[config.mk]
export PLATFORM = sky130hd
export DESIGN_NAME = wave_req_decode
export DESIGN_NICKNAME = d
export VERILOG_FILES = /design/src/rtl/wave_mem_pkg.sv /design/src/rtl/wave_req_decode.sv
export VERILOG_INCLUDE_DIRS = /design/src /design/src/rtl
export SDC_FILE = /design/constraint.sdc
export NUM_CORES = 1
export LEC_CHECK = 0
export BUFFER_PORTS_ARGS = -buffer_cell sky130_fd_sc_hd__buf_2
export CAP_MARGIN = 10
export CORE_AREA = 2 2 189 191
export CTS_CLUSTER_DIAMETER = 200
export CTS_CLUSTER_SIZE = 8
export DETAILED_ROUTE_END_ITERATION = 10
export DIE_AREA = 0 0 191 193
export MAX_ROUTING_LAYER = met4
export PLACE_DENSITY_LB_ADDON = 0.1
export SETUP_SLACK_MARGIN = 0.05
export SYNTH_ARGS = -nofsm -noshare
export SYNTH_HDL_FRONTEND = slang
export SYNTH_SLANG_ARGS = --single-unit
[constraint.sdc]
create_clock -name clk -period 9.2 [get_ports clk]
set_clock_uncertainty 0.2 [all_clocks]
set_input_delay 1.38 -clock clk [delete_from_list [all_inputs] [get_ports clk]]
set_output_delay 1.38 -clock clk [all_outputs]
set_load 0.05 [all_outputs]
[src/rtl/wave_mem_config.svh]
`ifndef WAVE_MEM_CONFIG_SVH
`define WAVE_MEM_CONFIG_SVH

// Wave geometry
`define WM_CORE_COUNT 4
`define WM_XLEN 32

// SRAM shape, one word per 32-bit location
`define WM_WORD_IDX_BITS 10
`define WM_SRAM_WORDS 1024

// Address map
// Instruction fetches below this limit go to the wave-local SRAM
`define WM_INSTR_LIMIT 32'h0000_1000

// Core-private data window
`define WM_PRIV_BASE 32'h0000_2000
`define WM_PRIV_LIMIT 32'h0000_3000 // First address past the window

`endif

[src/rtl/wave_mem_pkg.sv]
`include "wave_mem_config.svh"

package wave_mem_pkg;

	// Lane address viewed as fields for SRAM indexing
	typedef struct packed {
		logic [`WM_XLEN-`WM_WORD_IDX_BITS-3:0] upper; // Selects the region
		logic [`WM_WORD_IDX_BITS-1:0] word_idx; // Word inside a 4 KiB window
		logic [1:0] byte_off; // Accesses are word aligned
	} core_addr_fields_t;

	// Region checks use raw, SRAM addressing uses f
	typedef union packed {
		logic [`WM_XLEN-1:0] raw;
		core_addr_fields_t f;
	} core_addr_u;

	typedef struct packed {
		logic instr; // Fetch rather than data access
		core_addr_u addr;
		logic [3:0] wstrb; // Zero means read
		logic [`WM_XLEN-1:0] wdata;
	} lane_req_t;

	// A firmware request carries its address and data in lane 0
	typedef struct packed {
		lane_req_t [`WM_CORE_COUNT-1:0] lane;
		logic fw;
		logic fw_wave_select;
		logic [$clog2(`WM_CORE_COUNT)-1:0] fw_core_select;
	} wave_req_t;

	typedef enum logic [1:0] {
		REGION_NONE = 2'd0,
		REGION_WAVE = 2'd1,
		REGION_PRIV = 2'd2
	} region_e;

	typedef struct packed {
		region_e region;
		logic [`WM_WORD_IDX_BITS-1:0] word_idx;
		logic [3:0] wstrb; // Nonzero strobe makes this a write
		logic [`WM_XLEN-1:0] wdata;
	} lane_op_t;

	typedef struct packed {
		logic lockstep; // Fetch lanes out of step
		logic mem; // Data access into the instruction region
		logic unmapped; // Address hits no memory
	} wave_fault_t;

	typedef struct packed {
		lane_op_t [`WM_CORE_COUNT-1:0] op;
		wave_fault_t fault;
	} dec_req_t;

	typedef struct packed {
		logic [`WM_CORE_COUNT-1:0][`WM_XLEN-1:0] rdata;
		wave_fault_t fault;
	} wave_rsp_t;

endpackage

[src/rtl/wave_req_decode.sv]
`timescale 1ns/1ps
`include "wave_mem_config.svh"

// Decode stage: classifies each lane's address, checks lockstep
// and turns the wave request into one memory op per lane
module wave_req_decode (
	input logic clk,
	input logic nRST,
	input logic req_valid,
	output logic req_ready,
	input wave_mem_pkg::wave_req_t req,
	output logic dec_valid,
	input logic dec_ready,
	output wave_mem_pkg::dec_req_t dec
);

	wave_mem_pkg::region_e lane_region [`WM_CORE_COUNT];
	logic [`WM_CORE_COUNT-1:0] lane_skew; // Lane disagrees with lane 0
	logic [`WM_CORE_COUNT-1:0] lane_mem_bad;
	logic [`WM_CORE_COUNT-1:0] lane_unmapped;
	wave_mem_pkg::wave_fault_t run_fault;
	wave_mem_pkg::dec_req_t dec_next;
	logic take_req;

	function automatic wave_mem_pkg::lane_op_t make_op(
		input wave_mem_pkg::region_e region,
		input wave_mem_pkg::lane_req_t lane
	);
		wave_mem_pkg::lane_op_t op;
		op.region = region;
		op.word_idx = lane.addr.f.word_idx;
		op.wstrb = lane.wstrb;
		op.wdata = lane.wdata;
		return op;
	endfunction

	// Per-lane region and fault conditions, lane 0 is the lockstep reference
	always_comb begin
		for (int k = 0; k < `WM_CORE_COUNT; k++) begin
			if (req.lane[k].instr && req.lane[k].addr.raw < `WM_INSTR_LIMIT) begin
				lane_region[k] = wave_mem_pkg::REGION_WAVE;
			end else if (req.lane[k].addr.raw >= `WM_PRIV_BASE &&
					req.lane[k].addr.raw < `WM_PRIV_LIMIT) begin
				lane_region[k] = wave_mem_pkg::REGION_PRIV;
			end else begin
				lane_region[k] = wave_mem_pkg::REGION_NONE;
			end

			lane_skew[k] = (req.lane[k].instr != req.lane[0].instr) ||
				(req.lane[0].instr && req.lane[k].addr.raw != req.lane[0].addr.raw);

			// A store into instruction space counts as a data access too,
			// so the wave SRAM is never written from run mode
			lane_mem_bad[k] = (req.lane[k].addr.raw < `WM_INSTR_LIMIT) &&
				(!req.lane[k].instr || req.lane[k].wstrb != 4'b0);

			lane_unmapped[k] = (lane_region[k] == wave_mem_pkg::REGION_NONE) &&
				!lane_mem_bad[k];
		end

		run_fault.lockstep = |lane_skew;
		run_fault.mem = |lane_mem_bad;
		run_fault.unmapped = |lane_unmapped;
	end

	// Build the lane ops
	always_comb begin
		dec_next = '0;
		if (req.fw) begin
			// Firmware access never faults, it uses lane 0's address and data
			if (req.fw_wave_select) begin
				dec_next.op[0] = make_op(wave_mem_pkg::REGION_WAVE, req.lane[0]);
			end else begin
				dec_next.op[req.fw_core_select] =
					make_op(wave_mem_pkg::REGION_PRIV, req.lane[0]);
			end
		end else if (run_fault != 3'b000) begin
			dec_next.fault = run_fault; // Faulting wave touches no memory
		end else begin
			for (int k = 0; k < `WM_CORE_COUNT; k++) begin
				dec_next.op[k] = make_op(lane_region[k], req.lane[k]);
			end
		end
	end

	assign req_ready = !dec_valid || dec_ready;
	assign take_req = req_valid && req_ready;

	always_ff @(posedge clk) begin
		if (!nRST) begin
			dec_valid <= 1'b0;
		end else if (take_req) begin
			dec_valid <= 1'b1;
		end else if (dec_ready) begin
			dec_valid <= 1'b0; // Drained downstream
		end
	end

	always_ff @(posedge clk) begin
		if (take_req) begin
			dec <= dec_next;
		end
	end

endmodule

Word-level counts from Yosys, hierarchy flattened
Cells that the tools add are included.

operators by class
  $lt $le $gt $ge = 14
  equal/unequal tests = 6
  muxes and demuxes = 16
  bitwise gates (word level) = 2
  reduce and logical (&&, ||, !) cells = 52

operator list
  cell                                                                  number
  2-to-1 mux 192 bit                                                    2
  AND 192 bit                                                           1
  2-to-1 mux 144 bit                                                    1
  greater-or-equal comparator 32 x 14 -> 1 bit (second input constant)  4
  < comparator 32 x 13 -> 1 bit (second input constant)                 4
  < comparator 32 x 14 -> 1 bit (second input constant)                 4
  demux 48 bit (select 2 bit)                                           1
  2-to-1 mux 48 bit                                                     2
  != test 32 bit                                                        3
  logical AND 1 bit                                                     21
  2-to-1 mux 2 bit                                                      8
  nonzero test 4 bit                                                    4
  zero test 1 bit                                                       9
  zero test 2 bit                                                       4
  logical OR 1 bit                                                      8
  OR reduction 4 bit                                                    2
  < comparator 2 x 3 -> 1 bit (second input constant)                   1
  != test 1 bit                                                         3
  nonzero test 3 bit                                                    1
  OR reduction 3 bit                                                    1
  greater-or-equal comparator 2 x 1 -> 1 bit (second input constant)    1
  2-to-1 mux 1 bit                                                      2
  nonzero test 2 bit                                                    1
  OR reduction 2 bit                                                    1
  NOT 1 bit                                                             1

word-level totals
  bits in registers = 196
  input port bits = 284
  output and inout port bits = 197
  word-level logic and storage cells = 110

Longest topological paths before layout
Gate-level depths: netlist of run 1.

  depth after elaboration = 10
  depth in mapped cells = 9
  depth with buffers taken out = 6

Worst setup path before layout of run 1
OpenSTA, ideal clock, no wires.

  path type = input -> register
  start point = input port dec_ready
  end point = register dec[0] (netlist name), enable pin
  data arrival time = 6.350 ns
  required time = 8.422 ns
  path slack = 2.071 ns
  stages on the path = 2
  path buffers = 0
  cell sequence = nand2b_1 and2_1

between the ends
  word-level cells in the longest chain between the ends = 2

ends and longest elaborated chain
  item                    RTL line                RTL
  start: declaration      wave_req_decode.sv:13   input logic dec_ready,
  logical OR 1 bit        wave_req_decode.sv:86   assign req_ready = !dec_valid || dec_ready;
  logical AND 1 bit       wave_req_decode.sv:87   assign take_req = req_valid && req_ready;
  via take_req            wave_req_decode.sv:23   logic take_req;
  end signal: assignment  wave_req_decode.sv:101  dec <= dec_next;
  end: declaration        wave_req_decode.sv:14   output wave_mem_pkg::dec_req_t dec

The timed path passes the listed nets, and every way through them passes these cells.
A chain may end at the register's enable or synchronous reset.

==> flow_summary.rst, run 1 <==
.. list-table::
   :header-rows: 1

   * - Metric
     - Value
   * - Final-report max-slew violation count
     - 0
   * - Number of synthesized flops with an enable pin
     - 195
   * - Core Footprint
     - 35,000 sq um
   * - Number of fill cells
     - 3,665
   * - Total standard cell area after synthesis
     - 9690 sq um
   * - Max-cap violation count
     - 0
   * - DRC violations left
     - 0
   * - Highest clock frequency the design can meet
     - 225 MHz
   * - Main synth FF type
     - sky130_fd_sc_hd__edfxtp_1
   * - Instance count after placement with tap cells included
     - 1,813
   * - Rel. slew slack
     - 29.9%
   * - First-pass iteration count of the detailed router
     - 4
   * - Number of hold buffers added after CTS
     - 0
   * - Most common cell after layout, fill and taps aside
     - sky130_fd_sc_hd__buf_2
   * - Leakage
     - 5.91 nW
   * - Average wire per cell in the routed design
     - 20.4 um
   * - DP Wirelength
     - 28,800 um
   * - Boundary Pins
     - 481
   * - Post-route minimum period
     - 4.45 ns
   * - Slowest-stage cell, CP
     - sky130_fd_sc_hd__buf_4
   * - Accumulated negative setup slack
     - 0 ns
   * - Wl on met1
     - 15,100 um
   * - Per-cell via count in the routed design
     - 4.52
   * - Count of state elements after synthesis
     - 196
   * - Final Instance Count excl. Fillers
     - 1,847
   * - Unrepaired setup endpoints after global routing
     - false
   * - Launch instance of the worst register-to-register path
     - dec_valid
   * - Net count after synthesis
     - 1,196
   * - Hold Startpoint
     - dec_valid
   * - Clock transition at the registers of the reported paths
     - 0.08 ns
   * - Highest metal layer used by the detailed router
     - met4
   * - Die Outline Area
     - 36,900 sq um
   * - Post-synthesis area per instance
     - 10.6 sq um
   * - Power density cells
     - 172 nW/um^2
   * - Largest net degree at the start of global routing
     - 71
   * - Setup violators final
     - 0
   * - Post-cts sizing count
     - 0
   * - Clock latency on the worst-skew pair
     - 0.43 ns
   * - Fraction of the cycle the final worst path needs
     - 48.4%
   * - CTS Sinks
     - 196
   * - Type of the tightest min-delay check
     - reg -> reg
   * - Remaining antenna violation count
     - 0
   * - Crit path max fanout
     - 66
   * - Met2 wirelength from detailed routing
     - 19,400 um
   * - Library cells used by synthesis
     - 37
   * - First-pass GRT wire length
     - 53,600 um
   * - Number of antenna violations at the first check in global routing
     - 2
   * - Iteration-0 DRC count of the detailed router
     - 467
   * - Remaining global-route overflow
     - 0
   * - Syn. warnings
     - 0
   * - Overall routing resource usage
     - 20.6%
   * - Commonest cells after routing, fill and taps aside
     - sky130_fd_sc_hd__buf_2, sky130_fd_sc_hd__edfxtp_1, sky130_fd_sc_hd__inv_1, sky130_fd_sc_hd__nand2_1, sky130_fd_sc_hd__o21ai_1
   * - Worst Path Class, Setup
     - in -> reg
   * - Port Buf Inserts
     - 480
   * - Number of vias after detailed routing
     - 8,347
   * - Area delta synth->final
     - 35.5%
   * - Sum of routed wire length over all layers
     - 37,700 um
   * - Worst setup SP type
     - input pin
   * - Startpoint of the most critical setup path
     - req[198]
   * - Result of the run
     - completed
   * - Delay of the slowest critical-path stage
     - 0.66 ns
   * - Clock Root Buffer
     - sky130_fd_sc_hd__clkbuf_16
   * - Power consumption
     - 0.00226 W
   * - Final hold vios
     - 0
   * - DR WL met3
     - 2700 um
   * - Crit-path cells
     - buf_2 -> nor4_1 -> and4_1 -> nand3_1 -> and4_1 -> o2111ai_4 -> buf_4 -> buf_4 -> a21boi_0
   * - Nets
     - 1,655
   * - Last weighted congestion value of the routability-driven placer
     - 0.918
   * - Total number of placement rows
     - 69
   * - Req. time, crit path
     - 9.14 ns
   * - H-tree depth
     - 4
   * - Width of the die
     - 191 um
   * - Tightest Pin Transition
     - 1.05 ns
   * - Buffer depth of the longest clock path
     - 2
   * - Proportion of layout cells with a drive suffix above 1
     - 38.3%
   * - Cell count after synthesis
     - 912
   * - Largest vdd supply drop
     - 114 uV
   * - Overall die height
     - 193 um
   * - Via count of the first global-routing pass
     - 8,311
   * - Crit end category
     - register
   * - TritonCTS clock tree
     - yes
   * - Initial standard-cell utilization of the core
     - 27.7%
   * - Proportion of synthesized chip area in sequential cells
     - 60.6%
   * - Async SR Flop Fraction
     - 0%
   * - Clock buffers created by TritonCTS
     - 17
   * - Post-CTS setup repair buffer count
     - 0
   * - Critical Path AT
     - 4.39 ns
[report_power, final]
part / internal (W) / switching [W]
registers: 0.00104 / 0.0000136
clock network: 0.000390 / 0.000363
logic: 0.000114 / 0.000337
total: 0.00154 / 0.000714
[registers in the layout, summed over array words and instances, names as in the netlist]
name / cells
dec_valid: 1
dec: 195
[per-stage QoR]
step	setup slack [ns]	hold slack, ns	area, sq um	util (%)
floorplan	2.07	0.946	9690	-
global placement	4.31	0.342	12600	35.9
detailed placement	4.33	0.349	12600	35.9
CTS	4.81	0.364	13100	37.6
global route	4.59	0.380	13100	37.6
finish	4.75	0.359	13100	37.6
[critical path, delay by kind of cell]
family | cells | cell delay, ns
buffers and inverters | 3 | 1.37
AO/OA/AOI/OAI | 2 | 0.30
AND/OR/NAND/NOR | 4 | 1.24
[layer usage]
| layer | vias up | GRT usage (%) |
|---|---|---|
| met3 | 23 | 4.56 |
| met4 | 0 | 5.37 |
| met1 | 3937 | 23.8 |
| met2 | 349 | 36.1 |
| li1 | 4038 | - |
| met5 | - | - |
[path summary, 6_finish.rpt]
check / slack, ns / cells past startpoint / to
max reg2reg: 6.40 / 3 / dec[152]
min reg2reg: 0.36 / 2 / dec_valid
min: 0.36 / 2 / dec_valid
max: 4.75 / 9 / dec[10]
[synth_stat cells (all sizes together), types with 2 or more instances]
| cell type | instances | share of area (%) |
|---|---|---|
| a211oi | 2 | 0.15 |
| a21boi | 47 | 3.6 |
| a21oi | 3 | 0.15 |
| and3 | 2 | 0.13 |
| and4 | 4 | 0.36 |
| buf | 18 | 1.0 |
| clkbuf | 31 | 1.2 |
| edfxtp | 195 | 60 |
| inv | 143 | 5.5 |
| nand2 | 143 | 5.5 |
| nand3 | 7 | 0.36 |
| nand4 | 8 | 0.52 |
| nor2 | 10 | 0.39 |
| nor2b | 2 | 0.13 |
| nor3 | 6 | 0.31 |
| nor4 | 41 | 2.7 |
| o2111ai | 2 | 0.36 |
| o21ai | 140 | 7.2 |
| o31ai | 4 | 0.31 |
| or3 | 2 | 0.13 |
| or4 | 2 | 0.15 |
| xnor2 | 3 | 0.27 |
| xor2 | 89 | 8.0 |
[logic make-up after synthesis]
logic type	synth area share [%]
buffers and inverters	7.74
AND/OR/NAND/NOR	11.1
AO/OA/AOI/OAI	12.2
XOR/XNOR	8.31
flip-flops	60.6
[layout make-up]
cell class,instances,area (sq um),share of cell area [%]
clock buffer,18,439,3.34
clock inverter,14,144,1.10
sequential,196,5880,44.7
antenna,2,5.00,0.0381
tap,461,577,4.39
multi-input combinational,524,3090,23.5
timing repair buffer,489,2470,18.8
inverter,143,537,4.09
Note: power is estimated with default switching activity, not from simulation.
==> run 2, diff against run 1 <==
--- a/config.mk
+++ b/config.mk
@@ -6,15 +6,13 @@
 export SDC_FILE = /design/constraint.sdc
 export NUM_CORES = 1
 export LEC_CHECK = 0
+export ABC_AREA = 1
 export BUFFER_PORTS_ARGS = -buffer_cell sky130_fd_sc_hd__buf_2
 export CAP_MARGIN = 10
-export CORE_AREA = 2 2 189 191
 export CTS_CLUSTER_DIAMETER = 200
 export CTS_CLUSTER_SIZE = 8
 export DETAILED_ROUTE_END_ITERATION = 10
-export DIE_AREA = 0 0 191 193
 export MAX_ROUTING_LAYER = met4
-export PLACE_DENSITY_LB_ADDON = 0.1
 export SETUP_SLACK_MARGIN = 0.05
 export SYNTH_ARGS = -nofsm -noshare
 export SYNTH_HDL_FRONTEND = slang
==> constraint.sdc (replaced) <==
create_clock -name clk -period 4.6 [get_ports clk]
set_clock_uncertainty 0.2 [all_clocks]
set_input_delay 0.69 -clock clk [delete_from_list [all_inputs] [get_ports clk]]
set_output_delay 0.69 -clock clk [all_outputs]
set_load 0.05 [all_outputs]
==> run 2 against run 1 <==
The flow now stops in synthesis (1_2_yosys).
==> flow_summary.rst, run 2 <==
.. list-table::
   :header-rows: 1

   * - Metric
     - Value
   * - Result of the run
     - stopped before the end (was completed)
   * - Halt point of the flow
     - synthesis (1_2_yosys)
   * - Error that ended the run
     - ERROR: ABC failed with status B
   * - Syn. warnings
     - 0 (unchanged)
